### src/logic/capture_pkg.sv
package capture_pkg;

	parameter int chan_w = 16;	// one acquisition channel
	parameter int chans = 3;	// channels packed per sample
	parameter int sample_w = chans * chan_w;	// 48 bits
	parameter int word_w = 32;	// downstream bus word

	// channel 0 occupies the lowest chan_w bits
	typedef logic [sample_w-1:0] sample_t;

	typedef logic [chan_w-1:0] chan_t;

	typedef logic [word_w-1:0] word_t;

	typedef logic [1:0] lane_t;	// channel index, 0 to 2

	// idle waits for a buffered sample, laneN shows channel N
	typedef enum logic [1:0] {
		idle,
		lane0,
		lane1,
		lane2
	} split_state_t;

endpackage

### src/logic/chan_word_if.sv
`timescale 1ns/1ps

interface chan_word_if;

	logic                valid;
	logic                ready;
	capture_pkg::word_t  data;	// zero-extended channel value
	capture_pkg::lane_t  lane;	// which channel data came from

	// splitter side
	modport src (
		output valid,
		output data,
		output lane,
		input  ready
	);

	// framer side
	modport dst (
		input  valid,
		input  data,
		input  lane,
		output ready
	);

endinterface

### src/logic/sample_buffer.sv
`timescale 1ns/1ps

module sample_buffer #(
	parameter int depth = 16
) (
	input  logic                  clk,
	input  logic                  rst_n,

	input  logic                  in_valid,
	output logic                  in_ready,
	input  capture_pkg::sample_t  in_sample,

	output logic                  buf_valid,
	input  logic                  buf_ready,
	output capture_pkg::sample_t  buf_sample,

	output logic                  overflow
);

	localparam int addr_w = $clog2(depth);

	// sample storage
	capture_pkg::sample_t mem [depth];

	// one extra bit tells full from empty
	logic [addr_w:0] wr_ptr;
	logic [addr_w:0] rd_ptr;

	logic full;
	logic empty;
	logic wr_en;
	logic rd_en;

	assign empty = (wr_ptr == rd_ptr);
	assign full = (wr_ptr[addr_w] != rd_ptr[addr_w]) &&
		(wr_ptr[addr_w-1:0] == rd_ptr[addr_w-1:0]);

	assign in_ready = !full;
	assign buf_valid = !empty;

	assign wr_en = in_valid && in_ready;
	assign rd_en = buf_valid && buf_ready;

	// head of queue straight from storage
	assign buf_sample = mem[rd_ptr[addr_w-1:0]];

	always_ff @(posedge clk) begin
		if (wr_en) begin
			mem[wr_ptr[addr_w-1:0]] <= in_sample;
		end
	end

	always_ff @(posedge clk) begin
		if (!rst_n) begin
			wr_ptr <= '0;
		end else if (wr_en) begin
			wr_ptr <= wr_ptr + 1'b1;
		end
	end

	always_ff @(posedge clk) begin
		if (!rst_n) begin
			rd_ptr <= '0;
		end else if (rd_en) begin
			rd_ptr <= rd_ptr + 1'b1;
		end
	end

	// sample offered while full is lost; flag sticks until reset
	always_ff @(posedge clk) begin
		if (!rst_n) begin
			overflow <= 1'b0;
		end else if (in_valid && full) begin
			overflow <= 1'b1;
		end
	end

endmodule

### src/logic/sample_splitter.sv
`timescale 1ns/1ps

module sample_splitter (
	input  logic                  clk,
	input  logic                  rst_n,

	input  logic                  buf_valid,
	output logic                  buf_ready,
	input  capture_pkg::sample_t  buf_sample,

	chan_word_if.src              words
);

	capture_pkg::split_state_t state;
	capture_pkg::split_state_t state_nx;

	capture_pkg::sample_t sample_q;	// sample being split
	capture_pkg::lane_t   lane;
	capture_pkg::chan_t   chan;

	logic load;
	logic step;

	assign step = words.valid && words.ready;

	// reload on the last word's edge keeps words back to back
	assign buf_ready = (state == capture_pkg::idle) ||
		((state == capture_pkg::lane2) && words.ready);
	assign load = buf_valid && buf_ready;

	always_comb begin
		case (state)
			capture_pkg::lane1: begin
				lane = 2'd1;
			end
			capture_pkg::lane2: begin
				lane = 2'd2;
			end
			default: begin
				lane = 2'd0;
			end
		endcase
	end

	assign chan = sample_q[int'(lane) * capture_pkg::chan_w +: capture_pkg::chan_w];

	assign words.valid = (state != capture_pkg::idle);
	assign words.lane = lane;
	assign words.data = {{(capture_pkg::word_w - capture_pkg::chan_w){1'b0}}, chan};

	always_comb begin
		state_nx = state;
		case (state)
			capture_pkg::idle: begin
				if (load) begin
					state_nx = capture_pkg::lane0;
				end
			end
			capture_pkg::lane0: begin
				if (step) begin
					state_nx = capture_pkg::lane1;
				end
			end
			capture_pkg::lane1: begin
				if (step) begin
					state_nx = capture_pkg::lane2;
				end
			end
			capture_pkg::lane2: begin
				if (step) begin
					state_nx = load ? capture_pkg::lane0 : capture_pkg::idle;
				end
			end
			default: begin
				state_nx = capture_pkg::idle;
			end
		endcase
	end

	always_ff @(posedge clk) begin
		if (!rst_n) begin
			state <= capture_pkg::idle;
		end else begin
			state <= state_nx;
		end
	end

	always_ff @(posedge clk) begin
		if (load) begin
			sample_q <= buf_sample;
		end
	end

endmodule

### src/logic/word_framer.sv
`timescale 1ns/1ps

module word_framer #(
	parameter int frame_samples = 4
) (
	input  logic                clk,
	input  logic                rst_n,

	chan_word_if.dst            words,

	output logic                out_valid,
	input  logic                out_ready,
	output capture_pkg::word_t  out_data,
	output capture_pkg::lane_t  out_lane,
	output logic                out_last
);

	localparam int frame_words = capture_pkg::chans * frame_samples;
	localparam int cnt_w = $clog2(frame_words);

	logic [cnt_w-1:0] cnt;	// words taken in the current frame
	logic take;
	logic frame_end;

	// slice empty or draining this cycle
	assign words.ready = !out_valid || out_ready;
	assign take = words.valid && words.ready;

	assign frame_end = (cnt == cnt_w'(frame_words - 1));

	always_ff @(posedge clk) begin
		if (!rst_n) begin
			cnt <= '0;
		end else if (take) begin
			if (frame_end) begin
				cnt <= '0;
			end else begin
				cnt <= cnt + 1'b1;
			end
		end
	end

	always_ff @(posedge clk) begin
		if (!rst_n) begin
			out_valid <= 1'b0;
			out_last <= 1'b0;
		end else if (words.ready) begin
			out_valid <= words.valid;
			out_last <= take && frame_end;	// always lands on a lane 2 word
		end
	end

	// payload
	always_ff @(posedge clk) begin
		if (take) begin
			out_data <= words.data;
			out_lane <= words.lane;
		end
	end

endmodule

### src/logic/capture_top.sv
`timescale 1ns/1ps

module capture_top #(
	parameter int depth = 16,	// power of two
	parameter int frame_samples = 4
) (
	input  logic                  clk,
	input  logic                  rst_n,

	input  logic                  in_valid,
	output logic                  in_ready,
	input  capture_pkg::sample_t  in_sample,

	output logic                  out_valid,
	input  logic                  out_ready,
	output capture_pkg::word_t    out_data,
	output capture_pkg::lane_t    out_lane,
	output logic                  out_last,

	output logic                  overflow
);

	// buffer head towards splitter
	logic                 buf_valid;
	logic                 buf_ready;
	capture_pkg::sample_t buf_sample;

	chan_word_if words ();

	sample_buffer #(
		.depth (depth)
	) u_buffer (
		.clk        (clk),
		.rst_n      (rst_n),
		.in_valid   (in_valid),
		.in_ready   (in_ready),
		.in_sample  (in_sample),
		.buf_valid  (buf_valid),
		.buf_ready  (buf_ready),
		.buf_sample (buf_sample),
		.overflow   (overflow)
	);

	sample_splitter u_splitter (
		.clk        (clk),
		.rst_n      (rst_n),
		.buf_valid  (buf_valid),
		.buf_ready  (buf_ready),
		.buf_sample (buf_sample),
		.words      (words.src)
	);

	word_framer #(
		.frame_samples (frame_samples)
	) u_framer (
		.clk       (clk),
		.rst_n     (rst_n),
		.words     (words.dst),
		.out_valid (out_valid),
		.out_ready (out_ready),
		.out_data  (out_data),
		.out_lane  (out_lane),
		.out_last  (out_last)
	);

endmodule

### config.mk
export PLATFORM = sky130hd
export DESIGN_NAME = capture_top
export DESIGN_NICKNAME = d
export VERILOG_FILES = /design/src/logic/capture_pkg.sv /design/src/logic/chan_word_if.sv /design/src/logic/sample_buffer.sv /design/src/logic/sample_splitter.sv /design/src/logic/word_framer.sv /design/src/logic/capture_top.sv
export SDC_FILE = /design/constraint.sdc
export NUM_CORES = 1
export LEC_CHECK = 0
export BUFFER_PORTS_ARGS = -buffer_cell sky130_fd_sc_hd__buf_2
export CORE_MARGIN = 1
export CORE_UTILIZATION = 65
export DETAILED_ROUTE_END_ITERATION = 16
export GPL_TIMING_DRIVEN = 0
export PLACE_DENSITY_LB_ADDON = 0.12
export SETUP_SLACK_MARGIN = 0.05
export SLEW_MARGIN = 40
export SYNTH_ARGS = -nofsm -noshare
export SYNTH_HDL_FRONTEND = slang
export SYNTH_SLANG_ARGS = --single-unit
### constraint.sdc
create_clock -name clk -period 9.1 [get_ports clk]
set_input_delay 0.455 -clock clk [delete_from_list [all_inputs] [get_ports clk]]
set_output_delay 0.455 -clock clk [all_outputs]
set_load 0.02 [all_outputs]
==> Word-level counts from Yosys, hierarchy flattened <==
Memories as Yosys holds them, arrays and structs flattened. A register that Yosys moved wholly into a read port is not among the register bits.
Cells that the tools add are included.
W data, S select, Z words.
{ "totals": {"reg_bits": 37, "ram_bits": 768, "in_bits": 52, "out_inout_bits": 38, "word_cells": 50, "mem_count": 1} }
{ "classes": {"add_sub_neg": 3, "eq_ne": 11, "shifts": 1, "muxes": 10, "n_reduce_logical": 15} }
{ "mem_list": {"columns": ["name", "depth", "word_bits", "rd", "rd_clocked_by_memory_dff", "write_ports", "line", "rtl"], "rows": [
  ["u_buffer.mem", 16, 48, 1, 1, 1, "sample_buffer.sv:23", "capture_pkg::sample_t mem [depth];"]
]} }
{ "ops": {"columns": ["op", "count"], "rows": [
  ["$shiftx A48 B7 Y16", 1],
  ["$add A5 B1 Y5 const B", 2],
  ["$mux W2", 4],
  ["$ne A2 B1 Y1 const B", 4],
  ["$pmux W2 S4", 1],
  ["$logic_and A1 B1 Y1", 7],
  ["$eq A5 B5 Y1", 1],
  ["$add A4 B1 Y4 const B", 1],
  ["$eq A2 B2 Y1 const B", 2],
  ["$eq A4 B4 Y1", 1],
  ["$eq A4 B4 Y1 const B", 1],
  ["$mux W4", 1],
  ["$pmux W2 S2", 1],
  ["$reduce_and A4 Y1", 1],
  ["$logic_not A1 Y1", 3],
  ["$mux W1", 3],
  ["$eq A2 B1 Y1 const B", 1],
  ["$logic_not A2 Y1", 1],
  ["$logic_or A1 B1 Y1", 2],
  ["$reduce_bool A2 Y1", 1],
  ["$ne A1 B1 Y1", 1]
]} }

==> Longest topological paths before layout <==
Gate-level depths: netlist of the first run.
{ "depth": {"depth_word": 8, "mapped_depth": 8, "depth_no_buf": 7} }

==> Hierarchy <==
From an unflattened synthesis of the first run, not the netlist that was laid out.
{ "unflattened": {"cells_unflattened": 1385, "area_unflattened_um2": 33284.4} }
{ "by_module_without_submodules": {"columns": ["mod", "n_inst", "cells_per_inst", "area_each_um2", "seq_area_each_um2"], "rows": [
  ["sample_buffer", 1, 1172, 29824.9, 23362.4],
  ["sample_splitter", 1, 146, 2148.3, 1481.4],
  ["word_framer", 1, 67, 1311.3, 1141.1]
]} }

==> Worst setup path before layout of the first run <==
Ideal clock, no wire load.
{ "synth_timing": {"path_type": "register to register", "start": "register u_buffer.rd_ptr[0]", "end": "memory u_buffer.mem[3][0] in the netlist's numbering, enable pin", "setup_ps": 513, "arrival_time_ps": 4537, "t_required_ps": 8587, "setup_slack_ps": 4051, "stages_incl_launch_ff": 7, "n_path_buf": 1, "synth_period_minus_slack_ps": 5049, "path_cell_list": "dfxtp_1 -> buf_2 -> xor2_1 -> nor4_4 -> a21boi_2 -> nand2_1 -> nor3_1"} }
{ "synth_via": {"elab_chain_cells": 6} }
{ "synth_lines": {"columns": ["element", "line", "rtl"], "rows": [
  ["from (decl)", "sample_buffer.sv:27", "logic [addr_w:0] rd_ptr;"],
  ["from (signal assigned)", "sample_buffer.sv:65", "rd_ptr <= rd_ptr + 1'b1;"],
  ["$eq A4 B4 Y1", "sample_buffer.sv:36", "(wr_ptr[addr_w-1:0] == rd_ptr[addr_w-1:0]);"],
  ["$logic_and A1 B1 Y1", "sample_buffer.sv:35", "assign full = (wr_ptr[addr_w] != rd_ptr[addr_w]) &&"],
  ["$logic_not A1 Y1", "sample_buffer.sv:38", "assign in_ready = !full;"],
  ["$logic_and A1 B1 Y1", "sample_buffer.sv:41", "assign wr_en = in_valid && in_ready;"],
  ["$mux W1", "sample_buffer.sv:48", "if (wr_en) begin"],
  ["$mux W1 (not written as such)", "sample_buffer.sv:49", "mem[wr_ptr[addr_w-1:0]] <= in_sample;"],
  ["to (decl)", "sample_buffer.sv:23", null]
]} }
No other way between the ends.

==> Worst setup path after layout of the first run <==
{ "layout_timing": {"start": "register u_buffer.rd_ptr[0]", "end": "memory u_buffer.mem[3][28] in the netlist's numbering, enable pin"} }
The elaborated chain is that of the path after synthesis.

==> results.md, run 1 <==
- Run status: finished clean
- Io pins: 90
- Multi-input gate area: around 6900 sq um
- R2R Path Start: u_buffer.rd_ptr[0]$_SDFFE_PN0N_
- Drt initial violations: between 2,000 and 2,500
- Post-synth ARST share: 0%
- Slew Limit Headroom: ~40%
- Worst VDD drop: a little under 0.0002 V
- # setup viols final: 0
- FMAX: between 200 and 300 MHz
- Worst setup path start: u_buffer.rd_ptr[0]$_SDFFE_PN0N_
- Core area: 49,300 sq um
- Hold Startpoint: in_valid
- Clk_lat worst skew: 0.63 ns
- Clock-pin slew on the worst setup and hold paths: 0.06 ns
- Synth top area share: between 70% and 80%
- Total iterations of the first detailed-routing run: 6
- Yosys warning total: 0
- Worst Setup End Kind: flip-flop
- Initial antenna violation count: 3
- Setup CP Type: reg2reg
- WP data required: ~9.4 ns
- Max Cap Viol: 0
- Die H: 226 um
- Vias in the first global route: approximately 16,000
- Power consumption: 9.89 mW
- Max Slew Vio Count: 0
- Synth Cell Area: 32,700 sq um
- Clock buffer count from CTS: 82
- Starting density of the core: around 66%
- H-tree depth: 3
- Hold WC Path Type: in2reg
- DRC: 0
- Power density over cell area: 262 nW/um^2
- CP Max Fanout: 9
- Seq/Total Area, Yosys: just under 80%
- RSZ-0062 raised after global routing: no
- Grt ovf: 0
- Most area-consuming cells after synthesis: edfxtp_1 77%, mux4_2 13%, mux2i_1 2.1%
- Largest net degree at the start of global routing: 22
- Post-CTS Setup Bufs: 0
- Nets: 1,809
- Layout fillers: about 2,600
- Hold_buf cts: 0
- First-pass GRT wire length: 106 mm
- Most used flip-flop cell after synthesis: edfxtp_1
- PortBufs: 73
- GPL Wtd Cong: a little over 0.8
- Routed Antenna Nets: 0
- DP HPWL: between 40 and 50 mm
- Ant diodes: 0
- Row cnt: 81
- Vias per cell: around 6.6
- Setup TNS: 0 ns
- Non-filler cells, final: approximately 2,500
- Yosys reg bits: ~850
- Sink Count: around 850
- Chip width: about 230 um
- Synth area leader: edfxtp_1
- Skew final: about 0.022 ns
- Post-CTS sizing: 0
- Critical Path Source Type: flip-flop
- DR WL/cell: approximately 29 um
- Number of enable flip-flop cells after synthesis: 834
- Leak: around 12 nW
- Register area: 25,400 sq um
- Clock Tree Buf Depth: 3
- Area Overhead vs Synth: 15.5%
- Placed insts: 2,326
- DR vias: around 16,000
- Clk root buf: clkbuf_16
- CTS tree: yes
- Worst-margin pin slew: roughly 0.90 ns
- Hold Vio Cnt, Final: 0
- Mapped Avg Cell Area: roughly 22 sq um
- Tmin final: about 3.7 ns
- Routed Wire Length: between 70 and 80 mm
- Critical path data arrival time: 4.03 ns
- Die ar.: 51,200 sq um
- Core Util, Final: between 70% and 80%
- R2R Setup Slk: 5.38 ns
- Total GRT Usage: between 20% and 30%
- Final Cycle Share: 40.9%
- Pre-CTS setup slack: between 5 and 6 ns
- Cell variety after synth: 36
- Post-synthesis cell count: 1,498
- Final worst slack: 5.38 ns
- Share of layout cells above drive strength 1: roughly 30%
[worst max-delay path: stages, from the launching register on]
cell      delay [ns]
dfxtp_1         0.33
buf_2           0.28
xor2_1          0.27
nor4_4          0.15
a21boi_2        0.39
nand2_1         0.33
nor3_2          0.44
buf_4           0.28
buf_2           0.25
buf_2           0.26
buf_4           0.19
buf_2           0.22
[final cells by class]
| class | count | share of cell area (%) |
|---|---|---|
| buffer | 95 | 1.37 |
| clock buffer | 99 | 5.77 |
| clock inverter | 47 | 1.27 |
| inverter | 7 | 0.0695 |
| multi-input combinational | 558 | 18.4 |
| sequential | 853 | 67.3 |
| tap | 664 | 2.20 |
| timing repair buffer | 149 | 3.67 |
[cells in the mapped netlist, types with 5 or more instances]
cell type,instances
nor2_1,22
xor2_1,6
a21oi_1,54
mux4_2,192
o21ai_0,18
nand2_1,29
clkbuf_1,39
nor2b_1,53
nor3_1,6
buf_2,25
nand2b_1,6
inv_1,6
dfxtp_1,19
ha_1,11
buf_4,25
xnor2_1,5
mux2i_1,70
a211oi_1,51
edfxtp_1,834
[report_power, final]
part	leakage [nW]	total [mW]	switching, mW	internal [mW]
clock network	1.31	3.38	1.39	1.99
registers	7.72	4.72	0.0897	4.63
logic	3.00	1.79	1.06	0.728
total	12.0	9.89	2.54	7.35
[cell usage in the layout, fill, tap and decap left out, types with 4 or more instances in the layout]
master	synthesis	final
a211oi_1	51	51
a21oi_1	54	52
buf_16	0	13
buf_2	25	109
buf_4	25	46
buf_6	4	8
buf_8	0	27
bufinv_16	0	10
clkbuf_1	39	50
clkbuf_16	0	85
clkbuf_2	0	5
clkinv_1	1	17
clkinv_2	0	16
conb_1	1	16
dfxtp_1	19	19
edfxtp_1	834	834
ha_1	11	11
inv_1	6	5
mux2i_1	70	70
mux4_2	192	192
nand2_1	29	29
nand2b_1	6	6
nor2_1	22	11
nor2_4	0	11
nor2b_1	53	53
nor3_2	0	4
o21ai_0	18	18
xnor2_1	5	5
xor2_1	6	6
[worst paths after layout]
check / to / cells past startpoint
max: u_buffer.mem[3][28]$_DFFE_PP_ / 11
min: u_buffer.overflow$_SDFFE_PN0P_ / 3
max reg2reg: u_buffer.mem[3][28]$_DFFE_PP_ / 11
min reg2reg: u_framer.cnt[1]$_SDFFE_PN0P_ / 2
[layer usage]
metal,track usage [%],wire length (um),up-vias
met2,46.3,35200,956
li1,-,-,6680
met3,5.83,7000,119
met1,43.4,28800,8518
met4,8.50,1750,4
met5,0,34,-
[registers in the layout (all words and copies together) (netlist names)]
| name | flops |
|---|---|
| u_buffer.rd_ptr | 5 |
| u_splitter.state | 2 |
| u_buffer.mem | 768 |
| u_framer.out_valid | 1 |
| u_buffer.overflow | 1 |
| u_splitter.sample_q | 48 |
| u_buffer.wr_ptr | 5 |
| u_framer.cnt | 4 |
| u_framer.out_last | 1 |
| u_framer.out_data | 16 |
| u_framer.out_lane | 2 |
[stage by stage]
stage	instance area, sq um	hold WS, ns
4_1_cts	37800	0.126
5_1_grt	37800	0.163
2_1_floorplan	32800	0.453
3_3_place_gp	34000	0.463
3_5_place_dp	35100	0.498
6_report	37800	0.159
[cell families (layout without fill, tap and decap cells)]
family	after synthesis	count (layout)	share of synthesized area, %
simple gates	127	127	2.07
buf+inv	102	397	1.64
xor+xnor	12	12	0.344
other cells	1	16	0.0115
mux	262	262	15.4
fa+ha+maj	11	11	0.421
compound gates	130	130	2.45
flops	853	853	77.7
Note: power is estimated with default switching activity, not from simulation.
==> run 2: changes to the inputs <==
- CORE_UTILIZATION: 65 -> 62
- clock period: 9.1 -> 3.49 ns (I/O delays scaled with it)
==> run 2 against run 1 <==
Count of clock-buffer cells in the layout is 8 higher. Critical endpoint is now u_buffer.mem[3][29]$_DFFE_PP_. Final area is 1.7% higher. Power grew to 2.6 times the previous value. Clock power grew to 2.6 times the previous value. Worst setup slack worse by 5.1 ns. Via count is 0.18% lower. Combinational power grew to 2.6 times the previous value. Global-route usage is 1.3 points lower. Sequential cell count stayed put. Register-to-register slack worse by 5.1 ns. Cell count is 2.6% higher.
==> results.md, run 2 (synthesis gave the netlist of run 1 again) <==
- Placed insts: 2,331 (was 2,326)
- Layout fillers: 2,811 (was 2,583)
- Io pins: 90 (unchanged)
- Vias in the first global route: 16,500 (was 16,000)
- Initial antenna violation count: 5 (was 3)
- Chip width: 232 um (was 226 um)
- Power density over cell area: 671 nW/um^2 (was 262 nW/um^2)
- Tmin final: 3.23 ns (was 3.72 ns)
- FMAX: 310 MHz (was 269 MHz)
- Core area: 51,700 sq um (was 49,300 sq um)
- Largest net degree at the start of global routing: 22 (unchanged)
- DRC: 0 (unchanged)
- Starting density of the core: 63.3% (was 66.4%)
- Power consumption: 25.8 mW (was 9.89 mW)
- Vias per cell: 6.41 (was 6.58)
- Drt initial violations: 1,787 (was 2,195)
- Most frequent cells in the layout: 834 x edfxtp_1, 192 x mux4_2, 98 x buf_2 (was 834 x edfxtp_1, 192 x mux4_2, 109 x buf_2)
- Worst Setup End Kind: flip-flop (unchanged)
- Max Slew Vio Count: 0 (unchanged)
- H-tree depth: 3 (unchanged)
- Clock-pin slew on the worst setup and hold paths: 0.06 ns (about the same)
- DR WL/cell: 28.8 um (was 29.4 um)
- Total GRT Usage: 28.3% (was 29.6%)
- Non-filler cells, final: 2,536 (was 2,472)
- Clk_lat worst skew: 0.63 ns (about the same)
- Grt ovf: 0 (unchanged)
- Critical path data arrival time: 3.53 ns (was 4.03 ns)
- Routed Wire Length: 73.1 mm (was 72.8 mm)
- Max Cap Viol: 0 (unchanged)
- CP Max Fanout: 9 (unchanged)
- Skew final: 0.0196 ns (was 0.0221 ns)
- Setup TNS: 0 ns (unchanged)
- CTS tree: yes (unchanged)
- Worst-margin pin slew: 0.920 ns (was 0.900 ns)
- Clock Tree Buf Depth: 3 (unchanged)
- Area Overhead vs Synth: 17.4% (was 15.5%)
- DR vias: 16,200 (was 16,300)
- Die ar.: 53,700 sq um (was 51,200 sq um)
- Core Util, Final: 74.3% (was 76.7%)
- Die H: 232 um (was 226 um)
- Worst VDD drop: 0.000446 V (was 0.000197 V)
- PortBufs: 73 (unchanged)
- Clock buffer count from CTS: 83 (was 82)
- DP HPWL: 47.8 mm (was 47.0 mm)
- Routed Antenna Nets: 0 (unchanged)
- Leak: 12.2 nW (was 12.0 nW)
- WP data required: 3.80 ns (was 9.41 ns)
- Final Cycle Share: 92.5% (was 40.9%)
- Hold WC Path Type: in2reg (unchanged)
- Nets: 1,852 (was 1,809)
- Hold Vio Cnt, Final: 0 (unchanged)
- Sink Count: 853 (unchanged)
- Setup CP Type: reg2reg (unchanged)
- Max FFs per register: 768 (unchanged)
- GPL Wtd Cong: 0.779 (was 0.830)
- Share of layout cells above drive strength 1: 28.6% (was 29.8%)
- First-pass GRT wire length: 107 mm (was 106 mm)
- Slew Limit Headroom: 38.7% (was 40.0%)
- Total iterations of the first detailed-routing run: 7 (was 6)
- Row cnt: 83 (was 81)
- # setup viols final: 0 (unchanged)
- RSZ-0062 raised after global routing: no (unchanged)
- Clk root buf: clkbuf_16 (unchanged)
- Most common cell after layout, fill and taps aside: edfxtp_1 (unchanged)
- Run status: finished clean (unchanged)
- Critical Path Source Type: flip-flop (unchanged)
run 2: changes by cell type in the layout (fill, tap and decap cells not counted), sizes merged:
cell / previous run / this run
dlygate4sd3: 0 / 51
buf: 203 / 195
clkbuf: 140 / 147
clkinv: 34 / 27
clkinvlp: 2 / 8
bufinv: 10 / 7
diode: 0 / 2
run 2: critical path, stage by stage (launching register included):
cell and delay [ns]:
dfxtp_1 0.34, buf_2 0.28, xor2_1 0.27, nor4_4 0.15, a21boi_2 0.35, nand2_1 0.33
nor3_4 0.39, buf_6 0.23, buf_6 0.18, buf_6 0.17, buf_4 0.22
run 2: path summary, 6_finish.rpt:
check	startpoint	end	slack, ns	cells after the start
hold / removal	in_valid	u_buffer.overflow$_SDFFE_PN0P_	0.41	4
setup reg to reg	u_buffer.rd_ptr[0]$_SDFFE_PN0N_	u_buffer.mem[3][29]$_DFFE_PP_	0.26	10
setup / recovery	u_buffer.rd_ptr[0]$_SDFFE_PN0N_	u_buffer.mem[3][29]$_DFFE_PP_	0.26	10
hold reg to reg	u_buffer.overflow$_SDFFE_PN0P_	u_buffer.overflow$_SDFFE_PN0P_	0.48	2
run 2: where the power goes:
| group | total, mW | internal (mW) | switching, mW |
|---|---|---|---|
| clock | 8.73 | 5.03 | 3.70 |
| combinational | 4.74 | 1.94 | 2.79 |
| sequential | 12.3 | 12.1 | 0.235 |
| total | 25.8 | 19.1 | 6.72 |
run 2: per-stage QoR:
stage          instance area (sq um)  setup WS, ns  hold slack (ns)
6_report                       38400         0.262            0.410
4_1_cts                        38400         0.198            0.378
3_3_place_gp                   34000         -2.96            0.462
3_5_place_dp                   35200         0.206            0.471
2_1_floorplan                  32800        -0.278            0.273
5_1_grt                        38400         0.199            0.441
run 2: timing repair:
item	4_1_cts	5_1_grt
hold buffers	51	0
endpoints found under the hold margin	778	0
setup endpoints to repair	0	2
gates resized for setup	0	0
buffers inserted	0	1
run 2: metal layers:
layer,GRT usage [%],up-vias,wire length [um]
met5,0,-,32
met1,40.1,8467,28800
met3,6.83,164,6490
met4,9.48,6,2420
met2,44.2,814,35300
li1,-,6797,-
run 2: cell type report:
| cell class | instances | area [sq um] | area share (%) |
|---|---|---|---|
| multi-input combinational | 558 | 6960 | 18.1 |
| timing repair buffer | 191 | 1990 | 5.19 |
| clock buffer | 107 | 2230 | 5.80 |
| inverter | 7 | 26.3 | 0.0684 |
| clock inverter | 43 | 403 | 1.05 |
| sequential | 853 | 25400 | 66.2 |
| buffer | 95 | 518 | 1.35 |
| antenna | 2 | 5.00 | 0.0130 |
| tap | 680 | 851 | 2.21 |
